<file path="config.mk">
export PLATFORM = sky130hd
export DESIGN_NAME = eeprom_ctrl
export DESIGN_NICKNAME = d
export VERILOG_FILES = /design/src/eeprom_bus_pkg.sv /design/src/eeprom_dev_pkg.sv /design/src/eeprom_ctrl.sv /design/src/eeprom_seq.sv /design/src/i2c_bit_engine.sv
export SDC_FILE = /design/constraint.sdc
export NUM_CORES = 1
export LEC_CHECK = 0
export BUFFER_PORTS_ARGS = -buffer_cell sky130_fd_sc_hd__buf_4
export CORE_ASPECT_RATIO = 1.75
export CORE_MARGIN = 5
export CORE_UTILIZATION = 50
export DETAILED_ROUTE_END_ITERATION = 8
export GPL_TIMING_DRIVEN = 0
export PLACE_DENSITY = 0.72
export SLEW_MARGIN = 10
export SYNTH_ARGS = -nofsm -noshare
export SYNTH_HDL_FRONTEND = slang
export SYNTH_SLANG_ARGS = --single-unit
</file>
<file path="constraint.sdc">
create_clock -name CLK -period 2.5 [get_ports CLK]
set_clock_uncertainty 0.2 [all_clocks]
set_input_delay 0.75 -clock CLK [delete_from_list [all_inputs] [get_ports CLK]]
set_output_delay 0.75 -clock CLK [all_outputs]
set_load 0.02 [all_outputs]
</file>
<file path="src/eeprom_bus_pkg.sv">
package eeprom_bus_pkg;

    // serial clock timing
    // one bit = 4 quarters, SCL high in quarters 1 and 2
    localparam int QUARTER_CYCLES = 2; // CLK cycles per quarter

    // bit engine command codes
    localparam int CMD_W = 2;

    localparam logic [CMD_W-1:0] CMD_START = 2'd0; // also used as repeated start
    localparam logic [CMD_W-1:0] CMD_STOP  = 2'd1;
    localparam logic [CMD_W-1:0] CMD_WRITE = 2'd2; // 8 bits out, ack in
    localparam logic [CMD_W-1:0] CMD_READ  = 2'd3; // 8 bits in, ack out

    // A start or a stop takes one bit period.
    // A byte takes nine, with the ack in the last one.
    localparam int BYTE_BITS = 9;

endpackage

</file>
<file path="src/eeprom_dev_pkg.sv">
package eeprom_dev_pkg;

    // 24C16 style part, 2K x 8
    localparam int ADDR_W = 11;
    localparam int DATA_W = 8;

    // upper nibble of the control byte
    localparam logic [3:0] DEV_CODE = 4'b1010;

    // last bit of the control byte
    localparam logic RW_WRITE = 1'b0;
    localparam logic RW_READ  = 1'b1;

    // the remaining control byte bits carry addr[10:8]
    localparam int PAGE_W = ADDR_W - DATA_W;

endpackage

</file>
<file path="src/eeprom_ctrl.sv">
module eeprom_ctrl
(
    input  logic                               CLK,
    input  logic                               RESET,
    input  logic                               req_valid,
    output logic                               req_ready,
    input  logic                               req_write,
    input  logic [eeprom_dev_pkg::ADDR_W-1:0]  req_addr,
    input  logic [eeprom_dev_pkg::DATA_W-1:0]  req_wdata,
    output logic                               resp_valid,
    input  logic                               resp_ready,
    output logic [eeprom_dev_pkg::DATA_W-1:0]  resp_rdata,
    output logic                               resp_nack,
    output logic                               scl,
    output logic                               sda_oe, // 1 pulls sda low
    input  logic                               sda_in
);

    logic                              cmd_valid;
    logic                              cmd_ready;
    logic [eeprom_bus_pkg::CMD_W-1:0]  cmd_code;
    logic [eeprom_dev_pkg::DATA_W-1:0] cmd_byte;
    logic                              cmd_ack_bit;
    logic                              done;
    logic [eeprom_dev_pkg::DATA_W-1:0] rx_byte;
    logic                              rx_nack;

    eeprom_seq i_seq
    (
        .CLK         (CLK),
        .RESET       (RESET),
        .req_valid   (req_valid),
        .req_ready   (req_ready),
        .req_write   (req_write),
        .req_addr    (req_addr),
        .req_wdata   (req_wdata),
        .resp_valid  (resp_valid),
        .resp_ready  (resp_ready),
        .resp_rdata  (resp_rdata),
        .resp_nack   (resp_nack),
        .cmd_valid   (cmd_valid),
        .cmd_code    (cmd_code),
        .cmd_byte    (cmd_byte),
        .cmd_ack_bit (cmd_ack_bit),
        .cmd_ready   (cmd_ready),
        .done        (done),
        .rx_byte     (rx_byte),
        .rx_nack     (rx_nack)
    );

    i2c_bit_engine i_bits
    (
        .CLK         (CLK),
        .RESET       (RESET),
        .cmd_valid   (cmd_valid),
        .cmd_code    (cmd_code),
        .cmd_byte    (cmd_byte),
        .cmd_ack_bit (cmd_ack_bit),
        .cmd_ready   (cmd_ready),
        .done        (done),
        .rx_byte     (rx_byte),
        .rx_nack     (rx_nack),
        .scl         (scl),
        .sda_oe      (sda_oe),
        .sda_in      (sda_in)
    );

endmodule

</file>
<file path="src/eeprom_seq.sv">
module eeprom_seq
(
    input  logic                               CLK,
    input  logic                               RESET,
    input  logic                               req_valid,
    output logic                               req_ready,
    input  logic                               req_write,
    input  logic [eeprom_dev_pkg::ADDR_W-1:0]  req_addr,
    input  logic [eeprom_dev_pkg::DATA_W-1:0]  req_wdata,
    output logic                               resp_valid,
    input  logic                               resp_ready,
    output logic [eeprom_dev_pkg::DATA_W-1:0]  resp_rdata,
    output logic                               resp_nack,
    output logic                               cmd_valid,
    output logic [eeprom_bus_pkg::CMD_W-1:0]   cmd_code,
    output logic [eeprom_dev_pkg::DATA_W-1:0]  cmd_byte,
    output logic                               cmd_ack_bit,
    input  logic                               cmd_ready,
    input  logic                               done,
    input  logic [eeprom_dev_pkg::DATA_W-1:0]  rx_byte,
    input  logic                               rx_nack
);

    typedef enum logic [3:0]
    {
        S_IDLE,
        S_START,
        S_CTRL_W,
        S_ADDR,
        S_DATA,
        S_RSTART,
        S_CTRL_R,
        S_READ,
        S_STOP,
        S_RESP
    } state_t;

    state_t state;
    state_t next_state;
    logic   issued; // command taken, waiting for done
    logic   err;    // sticky nack

    logic                              write_q;
    logic [eeprom_dev_pkg::ADDR_W-1:0] addr_q;
    logic [eeprom_dev_pkg::DATA_W-1:0] wdata_q;
    logic [eeprom_dev_pkg::DATA_W-1:0] rdata_q;
    logic [eeprom_dev_pkg::PAGE_W-1:0] page;

    assign page       = addr_q[eeprom_dev_pkg::ADDR_W-1:eeprom_dev_pkg::DATA_W];
    assign req_ready  = (state == S_IDLE);
    assign resp_valid = (state == S_RESP);
    assign cmd_valid  = (state != S_IDLE) && (state != S_RESP) && !issued;
    assign cmd_ack_bit = (state == S_READ); // single byte read ends with nack

    always_comb
    begin
        case (state)
            S_START, S_RSTART:
                cmd_code = eeprom_bus_pkg::CMD_START;
            S_READ:
                cmd_code = eeprom_bus_pkg::CMD_READ;
            S_STOP:
                cmd_code = eeprom_bus_pkg::CMD_STOP;
            default:
                cmd_code = eeprom_bus_pkg::CMD_WRITE;
        endcase
        case (state)
            S_CTRL_W: cmd_byte = {eeprom_dev_pkg::DEV_CODE, page, eeprom_dev_pkg::RW_WRITE};
            S_CTRL_R: cmd_byte = {eeprom_dev_pkg::DEV_CODE, page, eeprom_dev_pkg::RW_READ};
            S_ADDR:   cmd_byte = addr_q[eeprom_dev_pkg::DATA_W-1:0];
            S_DATA:   cmd_byte = wdata_q;
            default:  cmd_byte = '0;
        endcase
    end

    // where to go once the current command is done
    always_comb
    begin
        case (state)
            S_START:  next_state = S_CTRL_W;
            S_CTRL_W: next_state = rx_nack ? S_STOP : S_ADDR;
            S_ADDR:   next_state = rx_nack ? S_STOP : (write_q ? S_DATA : S_RSTART);
            S_RSTART: next_state = S_CTRL_R;
            S_CTRL_R: next_state = rx_nack ? S_STOP : S_READ;
            S_STOP:   next_state = S_RESP;
            default:  next_state = S_STOP; // data, read
        endcase
    end

    always_ff @(posedge CLK)
    begin
        if (RESET)
        begin
            state  <= S_IDLE;
            issued <= 1'b0;
            err    <= 1'b0;
        end
        else
        begin
            if (cmd_valid && cmd_ready)
                issued <= 1'b1;
            case (state)
                S_IDLE:
                    if (req_valid)
                    begin
                        err   <= 1'b0;
                        state <= S_START;
                    end
                S_RESP:
                    if (resp_ready)
                        state <= S_IDLE;
                default:
                    if (done)
                    begin
                        issued <= 1'b0;
                        if (rx_nack)
                            err <= 1'b1;
                        state <= next_state;
                    end
            endcase
        end
    end

    always_ff @(posedge CLK)
    begin
        if (req_valid && req_ready)
        begin
            write_q <= req_write;
            addr_q  <= req_addr;
            wdata_q <= req_wdata;
        end
        if (done && state == S_READ)
            rdata_q <= rx_byte;
        if (done && state == S_STOP) // response held until taken
        begin
            resp_rdata <= write_q ? '0 : rdata_q;
            resp_nack  <= err;
        end
    end

endmodule

</file>
<file path="src/i2c_bit_engine.sv">
module i2c_bit_engine
(
    input  logic                               CLK,
    input  logic                               RESET,
    input  logic                               cmd_valid,
    input  logic [eeprom_bus_pkg::CMD_W-1:0]   cmd_code,
    input  logic [7:0]                         cmd_byte,
    input  logic                               cmd_ack_bit,
    output logic                               cmd_ready,
    output logic                               done,
    output logic [7:0]                         rx_byte,
    output logic                               rx_nack,
    output logic                               scl,
    output logic                               sda_oe,
    input  logic                               sda_in
);

    localparam int QC_W = $clog2(eeprom_bus_pkg::QUARTER_CYCLES + 1);

    logic                             busy;
    logic [QC_W-1:0]                  qcnt;
    logic [1:0]                       phase;
    logic [3:0]                       bitcnt;
    logic [eeprom_bus_pkg::CMD_W-1:0] code_q;
    logic                             ack_q;
    logic [7:0]                       shreg;
    logic                             quarter_end;
    logic                             last_bit;

    // {scl, sda_oe} for a given phase of a given command
    function automatic logic [1:0] bus_level
    (
        input logic [eeprom_bus_pkg::CMD_W-1:0] code,
        input logic [1:0]                       ph,
        input logic                             is_last,
        input logic                             data_bit,
        input logic                             ack
    );
        logic clk_hi;
        logic oe;
        clk_hi = (ph == 2'd1) || (ph == 2'd2);
        case (code)
            eeprom_bus_pkg::CMD_START:
                oe = ph[1]; // sda falls while scl high
            eeprom_bus_pkg::CMD_STOP:
            begin
                oe = !ph[1]; // sda rises while scl high
                clk_hi = (ph != 2'd0); // scl left high for idle
            end
            eeprom_bus_pkg::CMD_WRITE:
                oe = is_last ? 1'b0 : !data_bit; // release for ack
            default:
                oe = is_last ? !ack : 1'b0;
        endcase
        return {clk_hi, oe};
    endfunction

    function automatic logic last_of(input logic [eeprom_bus_pkg::CMD_W-1:0] code,
                                     input logic [3:0] n);
        if (code == eeprom_bus_pkg::CMD_WRITE || code == eeprom_bus_pkg::CMD_READ)
            return n == 4'(eeprom_bus_pkg::BYTE_BITS - 1);
        return 1'b1;
    endfunction

    assign cmd_ready   = !busy;
    assign quarter_end = (qcnt == QC_W'(eeprom_bus_pkg::QUARTER_CYCLES - 1));
    assign last_bit    = last_of(code_q, bitcnt);

    always_ff @(posedge CLK)
    begin
        if (RESET)
        begin
            busy   <= 1'b0;
            done   <= 1'b0;
            qcnt   <= '0;
            phase  <= 2'd0;
            bitcnt <= 4'd0;
            scl    <= 1'b1;
            sda_oe <= 1'b0;
        end
        else
        begin
            done <= 1'b0;
            if (!busy)
            begin
                if (cmd_valid)
                begin
                    busy   <= 1'b1;
                    qcnt   <= '0;
                    phase  <= 2'd0;
                    bitcnt <= 4'd0;
                    {scl, sda_oe} <= bus_level(cmd_code, 2'd0, last_of(cmd_code, 4'd0),
                                               cmd_byte[7], cmd_ack_bit);
                end
            end
            else if (quarter_end)
            begin
                qcnt <= '0;
                if (phase == 2'd3)
                begin
                    if (last_bit)
                    begin
                        busy <= 1'b0; // bus lines hold until next command
                        done <= 1'b1;
                    end
                    else
                    begin
                        bitcnt <= bitcnt + 4'd1;
                        phase  <= 2'd0;
                        {scl, sda_oe} <= bus_level(code_q, 2'd0, last_of(code_q, bitcnt + 4'd1),
                                                   shreg[6], ack_q);
                    end
                end
                else
                begin
                    phase <= phase + 2'd1;
                    {scl, sda_oe} <= bus_level(code_q, phase + 2'd1, last_bit, shreg[7], ack_q);
                end
            end
            else
                qcnt <= qcnt + QC_W'(1);
        end
    end

    // command payload and receive shift
    always_ff @(posedge CLK)
    begin
        if (!busy && cmd_valid)
        begin
            code_q  <= cmd_code;
            ack_q   <= cmd_ack_bit;
            shreg   <= cmd_byte;
            rx_nack <= 1'b0;
        end
        else if (busy && quarter_end)
        begin
            if (phase == 2'd1) // middle of scl high
            begin
                if (code_q == eeprom_bus_pkg::CMD_READ && !last_bit)
                    rx_byte <= {rx_byte[6:0], sda_in};
                if (code_q == eeprom_bus_pkg::CMD_WRITE && last_bit)
                    rx_nack <= sda_in;
            end
            if (phase == 2'd3)
                shreg <= {shreg[6:0], 1'b0}; // msb first
        end
    end

endmodule

</file>
Word level (Yosys, flattened, before mapping)
Cells that the tools add are included.
Word-level totals
  bits in registers: 75
  bits of input ports: 25
  output and inout bits: 13
  logic and storage cells: 183
Cells by class
  add/subtract/negate cells: 3
  equal/unequal tests: 29
  multiplexer cells: 83
  bitwise gates (word level): 5
  reductions and logical operators: 42
Operators by type and width (count)
  2-to-1 mux 1 bit: 54
  2-to-1 mux 4 bit: 11
  one-hot mux 8 bit (4 select lines): 1
  2-to-1 mux 8 bit: 3
  one-hot mux 4 bit (6 select lines): 1
  equality test 4 x 3 -> 1 bit, second input constant: 4
  equality test 4 bit, second input constant: 4
  2-to-1 mux 2 bit: 7
  equality test 2 bit, second input constant: 6
  AND reduction 4 bit: 3
  nonzero test 2 bit: 6
  equality test 2 x 1 -> 1 bit, second input constant: 5
  logical AND 1 bit: 9
  zero test 1 bit: 9
  one-hot mux 1 bit (3 select lines): 3
  AND reduction 3 bit: 3
  equality test 4 x 2 -> 1 bit, second input constant: 2
  != test 2 bit, second input constant: 4
  one-hot mux 4 bit (2 select lines): 1
  one-hot mux 2 bit (3 select lines): 1
  NOT 1 bit: 5
  adder 2 x 1 -> 2 bit, second input constant: 2
  adder 4 x 1 -> 4 bit, second input constant: 1
  equality test 4 x 1 -> 1 bit, second input constant: 1
  other kinds (12): 16

Logic depth before layout (Yosys ltp)
Gate-level depths: netlist of the first run.
  word-level depth: 21
  depth in mapped cells: 7
  depth with buffers taken out: 7

Cells and area by module
A second synthesis of the first run with hierarchy kept.
Unflattened totals
  cell total of the unflattened synthesis: 264
  area, all modules: 3261.9 um2
Modules (own cells, without submodules)
  eeprom_seq: instances 1, cells an instance 129, area each 1815.5 um2, seq. area each 1231.2 um2
  i2c_bit_engine: instances 1, cells an instance 135, area each 1446.4 um2, seq. area each 830.8 um2

Worst setup path after synthesis of the first run
Ideal clock, no wire load.
  kind: register to register
  start point: register i_seq.state[1]
  end point: register i_seq.addr_q[0] (netlist name) (enable)
  library setup time: 378 ps
  arrival: 1981 ps
  data required time: 1922 ps
  slack: -60 ps
  cell stages (with the launch flop): 5
  buffers on the path: 1
  clock period less this slack: 2560 ps
  path through: dfxtp_1 clkbuf_1 or2_2 nor3_1 and2_1
On the way
  longest elaborated chain between the ends: 2
RTL lines
  start: declaration: RTL line eeprom_seq.sv:38  | state_t state;
  start signal: assignment: RTL line eeprom_seq.sv:118  | state <= next_state;
  zero test 4 bit: RTL line eeprom_seq.sv:50  | assign req_ready = (state == S_IDLE);
  via req_ready: RTL line eeprom_ctrl.sv:6  | output logic req_ready,
  logical AND 1 bit: RTL line eeprom_seq.sv:126  | if (req_valid && req_ready)
  end signal: assignment: RTL line eeprom_seq.sv:129  | addr_q <= req_addr;
  end: declaration: RTL line eeprom_seq.sv:44  | logic [eeprom_dev_pkg::ADDR_W-1:0] addr_q;
The timed path passes the listed nets, and every way through them passes these cells.
A chain may end at the register's enable or synchronous reset.

Final worst setup path of the first run
  start point: register i_seq.state[2]
  end point: output port req_ready
On the way
  longest elaborated chain between the ends: 1
RTL lines (RTL line)
  zero test 4 bit: eeprom_seq.sv:50
  end: declaration: eeprom_ctrl.sv:6
No other way between the ends.

==> results of run 1 <==
## synthesized netlist by cell type (3+ instances only)
cell	number
inv_1	10
ha_1	4
nand2b_1	8
dfxtp_1	19
nor3_1	6
a21oi_1	14
nor3b_1	3
xnor2_1	3
nand2_1	19
a211oi_1	4
edfxtp_1	56
nand3_1	5
o21ai_0	9
and3_1	3
nor2b_1	11
nor2_1	27
a22oi_1	6
o21ai_1	4
clkbuf_1	9
a2bb2oi_1	3
## stage by stage
stage	area, µm²	setup TNS, ns	power (mW)
2_1_floorplan	3210	0	1.66
3_3_place_gp	3580	0	1.75
3_5_place_dp	3580	0	1.76
4_1_cts	3750	0	2.57
5_1_grt	3770	-0.00183	2.68
6_report	3770	0	2.54
## critical path: stages (launching register included)
cell,delay [ns]
dfxtp_4,0.35
buf_6,0.13
or2_2,0.29
nor3_2,0.18
buf_4,0.17
## report_power, final
group | switching [mW] | total [mW] | internal [mW] | leakage [nW]
Clock | 0.446 | 0.807 | 0.362 | 0.0904
Sequential | 0.0344 | 1.45 | 1.42 | 0.677
Combinational | 0.166 | 0.280 | 0.113 | 0.589
## per-layer routing
layer,routed length [µm],track usage [%],up-vias
li1,-,-,1082
met3,350,4.60,15
met2,3310,29.9,73
met4,150,7.54,0
met1,2250,16.7,1041
met5,0,0,-
## sequential cells by signal, indices dropped and copies added, names as in the netlist
signal / flops
i_bits.busy: 1
i_seq.state: 4
i_bits.sda_oe: 1
i_seq.wdata_q: 8
i_bits.bitcnt: 4
i_bits.code_q: 2
i_bits.phase: 2
i_seq.resp_nack: 1
i_bits.ack_q: 1
i_seq.issued: 1
i_seq.err: 1
i_seq.resp_rdata: 8
i_bits.done: 1
i_bits.rx_nack: 1
i_bits.scl: 1
i_bits.qcnt: 2
i_bits.rx_byte: 8
i_bits.shreg: 8
i_seq.write_q: 1
i_seq.rdata_q: 8
i_seq.addr_q: 11
## cell type report
class	instances	area share, %
sequential	75	55.0
clock inverter	6	1.10
clock buffer	10	3.39
inverter	10	0.997
tap	80	2.66
timing repair buffer	37	7.38
buffer	10	1.43
multi-input combinational	171	28.1
## layout by cell type, fill, tap and decap left out, types with 3 or more instances in the layout
cell,instances
nor3b_1,3
nor2_1,27
xnor2_1,3
dfxtp_2,3
and3_1,3
buf_4,37
clkbuf_8,9
clkinv_2,3
clkbuf_1,4
a211oi_1,4
nor2b_1,11
nand2_1,19
a22oi_1,6
a21oi_1,14
o21ai_0,9
a2bb2oi_1,3
edfxtp_1,56
nand2b_1,8
nand3_1,5
dfxtp_1,15
ha_1,4
o21ai_1,4
nor3_1,5
inv_1,10
## what timing repair did
action | 4_1_cts | 5_1_grt
hold buffers | 0 | 0
hold endpoints to repair | 0 | 0
pin swaps | 0 | 1
buffers inserted | 0 | 1
resized for setup | 7 | 10
setup endpoints to repair | 2 | 10
## cells by family (layout without fill, tap and decap cells)
family / after synthesis / count (layout) / share of synthesized area (%)
and+or+nand+nor: 99 / 99 / 16.1
muxes: 3 / 3 / 1.02
xor gates and xnor gates: 4 / 4 / 1.09
DFF: 75 / 75 / 64.3
buffers and inverters: 23 / 73 / 2.81
AOI/OAI and AO/OA: 61 / 61 / 13.0
adders and majority gates: 4 / 4 / 1.56
## worst min path at each step
stage | start | end | slack [ns] | cells after the start
finish | i_bits.rx_byte[7] | i_seq.rdata_q[7] | 0.23 | 0
global route | i_bits.rx_byte[2] | i_bits.rx_byte[3] | 0.26 | 0
CTS | i_bits.rx_byte[7] | i_seq.rdata_q[7] | 0.23 | 0
detailed placement | i_bits.rx_byte[7] | i_seq.rdata_q[7] | 0.22 | 0
global placement | i_bits.rx_byte[7] | i_seq.rdata_q[7] | 0.21 | 0
floorplan | i_bits.rx_byte[7] | i_seq.rdata_q[7] | 0.20 | 0
==> flow_summary.ini, run 1 <==
[status]
status = completed

[final_layout]
final_util_pct = 60.5
stdcell_count = 399
fin_nets = 343
register_area_um2 = 2070
multi_input_area_um2 = 1060
drive_gt1_share_pct = 22.9
antenna_cells = 0
nFillCells = 519
area_growth_pct = 17.5

[clock_tree]
worstSkewPairLatency_ns = 0.35
cts_buffer_depth = 2
cts_num_sinks = 75
h-tree-depth = 3
cts_made_buffers = 9
cts_tree = done
path_clk_slew_ns = 0.08
clockRootBuffer = clkbuf_8

[timing]
relSlewSlack_pct = 25.6
setup_violations = 0
fin_ws_ns = 0.0667
hold_slack_ns = 0.233
slew_viol_final = 0
worstMarginPinSlew_ns = 1.11
min_period_over_period_pct = 97.3
hold_viol_final = 0
fmax_mhz = 411
fin_crit_ns = 2.43

[global_routing]
grt_pass1_wl_um = 10100
antenna_found_initial = 0
grt_max_degree = 21
grt_use_total_pct = 16.2
grt-ovfl-total = 0
grt_pass1_vias = 2148

[flow_run]
cap_violations = 0

[die]
core_area_um2 = 6230
rows = 38
chipWidth_um = 70.5
die-area_um2 = 8170
initial_core_util_pct = 51.4
die_h_um = 116
pin_count = 38

[yosys]
synthFlopType = edfxtp_1
synthCells = 269
synth_cell_type_count = 55
postSynthRegisterBits = 75
ys_seq_area_share_pct = 64.3
ys_warn_count = 0
synthTopCellsByArea = edfxtp_1, dfxtp_1, nor2_1, nand2_1, a21oi_1
synth_top_cell_area_share_pct = 52.5
syn_area_per_cell_um2 = 11.9
syn-num-nets = 298
async_reset_ff_share_pct = 0
synth_edf_count = 56
yosys.area.top_type = edfxtp_1
synthesis.area_um2 = 3200

[route]
drc = 0
wirelength_um = 6060
route.vias.total = 2211
dr.pass1.iters = 4
wire_per_inst_um = 15.2
ant_nets = 0
viasPerCell = 5.54
drtIter0Drc = 142

[worst_setup_path]
reg2reg_depth = 5
cp.required_ns = 1.55
cp-start-kind = flop
r2r-start = i_bits.bitcnt[0]
cp-end-kind = output port
timing.rr.end = i_bits.rx_byte[2]
crit_arrival_ns = 1.48
setup.worst_path.start = i_seq.state[2]
ff2ff_setup_slack_ns = 0.31
cp-endpoint = req_ready
critPathMaxFanout = 10
critical_path_class = reg2out

[power]
powerDensity_nw_per_um2 = 674
leakage_nw = 1.36
irDropWorstVdd_v = 0.000490

[placement]
portBuffers = 36
place_inst = 385
dpl_worst_slack_ns = 0.0524
place.gp.congestion = 0.813
post-dp-hpwl_um = 4440

[hold_path]
hold_class = reg2reg
Note: power is estimated with default switching activity, not from simulation.
==> run 2, diff against run 1 <==
Settings changed: CAP_MARGIN set to 25.
Clock period 2.5 ns to 2.34 ns, I/O delays scaled along.
==> run 2 against run 1 <==
Critical endpoint unchanged. Hold slack better by 0.0040 ns. Clock-buffer cell count down 1. Sequential share of layout area down 1.2 points. First-iteration DRC count up 4.2%. Largest power group unchanged. Die area unchanged. Setup slack worse by 0.038 ns. Global-route usage up 0.58 points. Non-clock buffer count up 8. Flip-flop and latch count unchanged. Final cell count up 2.0%. Total power up 6.6%. Utilization up 1.5 points.
==> flow_summary.ini, run 2 (synthesis results as in run 1) <==
[placement]
placed_area_um2 = 3580
post-dp-hpwl_um = 4440
place.gp.congestion = 0.791
place_inst = 385
portBuffers = 36

[flow_run]
cap_violations = 0

[die]
rows = 38
initial_core_util_pct = 51.4
die-area_um2 = 8170
pin_count = 38
chipWidth_um = 70.5
die_h_um = 116
core_area_um2 = 6230

[worst_setup_path]
cp-start-kind = flop
crit_arrival_ns = 1.41
path_cells = buf_6 > or2_4 > nor3_2 > buf_4
critPathMaxFanout = 3
critical_path_class = reg2out
cp.required_ns = 1.44
cp_slowest_cell = dfxtp_4
cp-end-kind = output port
worst_path_largest_cell_delay_ns = 0.35

[timing]
setup_tns_ns = 0
fin_crit_ns = 2.31
fmax_mhz = 433
hold_viol_final = 0
worstMarginPinSlew_ns = 0.784
relSlewSlack_pct = 47.6
slew_viol_final = 0
min_period_over_period_pct = 98.8
rsz0062_at_grt = true
setup_violations = 0

[hold_path]
hold_class = reg2reg

[route]
drtIter0Drc = 148
wirelength_um = 6310
viasPerCell = 5.51
drc = 0
wire_per_inst_um = 15.5
route.vias.total = 2242
ant_nets = 0
dr.pass1.iters = 4

[clock_tree]
clockRootBuffer = clkbuf_8
h-tree-depth = 3
cts_made_buffers = 9
worstSkewPairLatency_ns = 0.34
cts_num_sinks = 75
path_clk_slew_ns = 0.08
cts_buffer_depth = 2
cts_tree = done

[final_layout]
layout_commonest_cell = edfxtp_1
final_util_pct = 62.0
largest_register_ffs = 11
nFillCells = 505
stdcell_count = 407
area_growth_pct = 20.4
drive_gt1_share_pct = 25.1
antenna_cells = 0
finalInstanceArea_um2 = 3860
fin_nets = 351
regMostFlops = i_seq.addr_q
layout_common_cells = edfxtp_1, buf_4, nor2_1, nand2_1, dfxtp_1

[power]
leakage_nw = 1.40
irDropWorstVdd_v = 0.000521
combPwrFrac_pct = 11.2
netSwitchingFraction_pct = 25.4
power.net_switching_mw = 0.687
seqPwrFrac_pct = 57.3
p_int_mw = 2.02
powerDensity_nw_per_um2 = 701
clkPwrFrac_pct = 31.5

[status]
status = completed

[global_routing]
use_met2_pct = 31.3
grt-ovfl-total = 0
grt_use_met3_pct = 4.60
grt_util_met1_pct = 15.7
grt_max_degree = 21
grt_pass1_vias = 2248
top_usage_layer = met2
antenna_found_initial = 0
grt_pass1_wl_um = 10300
grt_use_total_pct = 16.8
-- run 2: changes by cell type in the layout (fill, tap and decap cells not counted), sizes merged --
cell	before	now
clkinvlp	0	1
buf	41	47
clkbuf	16	17
-- run 2: per-stage QoR --
step                setup slack, ns  hold slack [ns]  total power [mW]
CTS                         0.00261            0.235              2.75
global placement            -0.0841            0.204              1.87
global route                -0.0260            0.254              2.85
detailed placement          -0.0934            0.216              1.88
finish                       0.0283            0.237              2.71
floorplan                     0.194            0.200              1.78
-- run 2: worst paths after layout --
check | depth (start not counted) | end | slack (ns) | from
setup / recovery | 4 | req_ready | 0.03 | i_seq.state[2]
hold reg to reg | 0 | i_seq.rdata_q[7] | 0.24 | i_bits.rx_byte[7]
setup reg to reg | 5 | i_bits.shreg[2] | 0.19 | i_seq.state[1]
hold / removal | 0 | i_seq.rdata_q[7] | 0.24 | i_bits.rx_byte[7]
-- run 2: critical path, delay by kind of cell, from the launching register on --
family / cells / cell delay [ns]
simple gates: 2 / 0.43
buf+inv: 2 / 0.28
flops: 1 / 0.35
-- run 2: layout make-up --
class | count | area (µm²) | share of cell area (%)
buffer | 12 | 90.1 | 2.33
timing repair buffer | 43 | 320 | 8.30
clock inverter | 7 | 43.8 | 1.13
sequential | 75 | 2070 | 53.8
inverter | 10 | 37.5 | 0.973
tap | 80 | 100 | 2.59
clock buffer | 9 | 124 | 3.21
multi-input combinational | 171 | 1070 | 27.7
-- run 2: timing repair --
item | 4_1_cts | 5_1_grt
hold endpoints to repair | 0 | 0
pin swaps | 2 | 0
gates resized for setup | 24 | 3
setup buffers | 6 | 0
hold buffers | 0 | 0
setup endpoints to repair | 10 | 16
-- run 2: routing by layer --
metal,vias up,share of wire (%)
li1,1101,-
met1,1058,38
met2,64,54
met3,19,4.6
met4,0,4.0
met5,-,0
-- run 2: power by group through the flow --
stage | sequential (mW) | combinational (mW) | clock, mW
2_1_floorplan | 1.58 | 0.196 | 0
3_3_place_gp | 1.58 | 0.296 | 0
3_5_place_dp | 1.58 | 0.302 | 0
4_1_cts | 1.55 | 0.310 | 0.891
5_1_grt | 1.56 | 0.338 | 0.953
6_report | 1.55 | 0.303 | 0.851
==> run 3, diff against run 2 <==
==> constraint.sdc (replaced) <==
create_clock -name CLK -period 2.9 [get_ports CLK]
set_clock_uncertainty 0.2 [all_clocks]
set_input_delay 0.29 -clock CLK [delete_from_list [all_inputs] [get_ports CLK]]
set_output_delay 0.29 -clock CLK [all_outputs]
set_load 0.02 [all_outputs]
==> run 3 against run 2 <==
Final cell count up 3.9%. Non-clock buffer count rose by 16. Via count rose by 2.6%. Global-route usage is 0.45 points lower.
==> flow_summary.ini, run 3 (synthesis results as in run 1) <==
[status]
status = completed

[global_routing]
grt_use_total_pct = 16.3
antenna_found_initial = 0
grt_pass1_wl_um = 10200
grt-ovfl-total = 0
grt_max_degree = 21
grt_pass1_vias = 2230

[clock_tree]
h-tree-depth = 3
post-cts-setup-buffers = 0
cts_tree = done
worstSkewPairLatency_ns = 0.35
clockRootBuffer = clkbuf_8
cts_made_buffers = 9
cts_buffer_depth = 2
cts_num_sinks = 75
path_clk_slew_ns = 0.08

[hold_path]
hold_class = in2reg
min_path_cells = 4
min_from = req_valid

[final_layout]
fin_nets = 367
final_util_pct = 63.5
regMostFlops = i_seq.addr_q
finalInstanceArea_um2 = 3960
layout_common_cells = edfxtp_1, buf_4, nor2_1, dlygate4sd3_1
antenna_cells = 0
largest_register_ffs = 11
layout_commonest_cell = edfxtp_1
drive_gt1_share_pct = 18.7
nFillCells = 484
area_growth_pct = 23.5

[worst_setup_path]
critPathMaxFanout = 20
crit_arrival_ns = 2.22
setup.worst_path.start = i_seq.state[0]
cp_slowest_cell = and2_1
worst_path_largest_cell_delay_ns = 0.72
crit_buf_inv = 2
critical_path_class = reg2reg
path_delay_family = simple AND/OR/NAND/NOR gates
reg2reg_depth = 4
path_cells = clkbuf_1 > clkbuf_1 > nor3_1 > and2_1
path_common_cell = clkbuf_1
cp.required_ns = 2.67
cp-start-kind = flop
r2r-start = i_seq.state[0]
cp-end-kind = flop
ff2ff_setup_slack_ns = 0.45
worst-path-stages = 4

[die]
rows = 38
die_h_um = 116
chipWidth_um = 70.5
core_area_um2 = 6230
initial_core_util_pct = 51.4
pin_count = 38
die-area_um2 = 8170

[power]
leakage_nw = 1.43
combPwrFrac_pct = 11.9
power.net_switching_mw = 0.563
clkPwrFrac_pct = 31.3
irDropWorstVdd_v = 0.000513
p_int_mw = 1.64
powerDensity_nw_per_um2 = 558
netSwitchingFraction_pct = 25.5
total_power_mw = 2.21
seqPwrFrac_pct = 56.8

[timing]
min_period_over_period_pct = 84.4
slew_viol_final = 0
setup_violations = 0
hold_viol_final = 0
rsz0062_at_grt = false
fmax_mhz = 409
setup_tns_ns = 0
fin_crit_ns = 2.45
worstMarginPinSlew_ns = 0.848
relSlewSlack_pct = 43.5

[route]
drtIter0Drc = 135
route.vias.total = 2300
ant_nets = 0
viasPerCell = 5.44
wire_per_inst_um = 14.8
dr.pass1.iters = 4
wirelength_um = 6270
drc = 0

[flow_run]
cap_violations = 0

[placement]
post-dp-hpwl_um = 4390
portBuffers = 36
placed_area_um2 = 3570
place.gp.congestion = 0.851
[run 3: cell types whose count changed in the layout (fill, tap and decap cells not counted), moves of 3 or more]
| cell | before | now |
|---|---|---|
| dlygate4sd3_1 | 0 | 21 |
| buf_4 | 43 | 36 |
| clkbuf_1 | 3 | 9 |
| dfxtp_1 | 15 | 19 |
| clkbuf_8 | 12 | 9 |
| dfxtp_4 | 3 | 0 |
[run 3: final timing paths]
| kind | end |
|---|---|
| setup / recovery | i_seq.wdata_q[6] |
| hold / removal | i_seq.err |
| setup reg to reg | i_seq.wdata_q[6] |
| hold reg to reg | i_seq.rdata_q[7] |
[run 3: repair_timing]
action / in CTS / in global routing
hold buffers: 21 / 0
setup endpoints to repair: 0 / 0
hold endpoints to repair: 22 / 0
resized for setup: 0 / 0
[run 3: routing by layer]
metal	vias up	GRT usage (%)	part of all wire (%)	wire length (µm)
li1	1129	-	-	-
met4	0	9.59	4.0	249
met1	1087	16.7	38	2380
met2	63	29.4	54	3350
met5	-	0	0	0
met3	21	4.60	4.6	286
[run 3: metrics by stage]
stage	instances	hold WS [ns]	worst slack [ns]
5_1_grt	423	0.0927	0.268
3_5_place_dp	385	0.216	0.468
2_1_floorplan	269	0.189	0.340
6_report	423	0.0805	0.453
4_1_cts	422	0.0640	0.458
3_3_place_gp	385	0.204	0.484
[run 3: tightest hold or removal path: cells and delay by family]
family	cells	cell delay, ns
buffers and inverters	1	0.10
AOI/OAI and AO/OA	3	0.19
[run 3: power by group through the flow]
stage               Sequential [mW]  Clock, mW  Combinational [mW]
finish                         1.25      0.691               0.263
floorplan                      1.27          0               0.157
global placement               1.27          0               0.236
global route                   1.26      0.769               0.291
CTS                            1.25      0.705               0.263
detailed placement             1.28          0               0.241
[run 3: cell type report]
type | instances | area (µm²) | share of cell area (%)
Multi-Input combinational cell | 171 | 1050 | 26.6
Clock buffer | 9 | 124 | 3.13
Sequential cell | 75 | 2060 | 52.1
Buffer | 13 | 52.6 | 1.33
Clock inverter | 7 | 43.8 | 1.11
Timing Repair Buffer | 58 | 485 | 12.3
Inverter | 10 | 37.5 | 0.948
Tap cell | 80 | 100 | 2.53
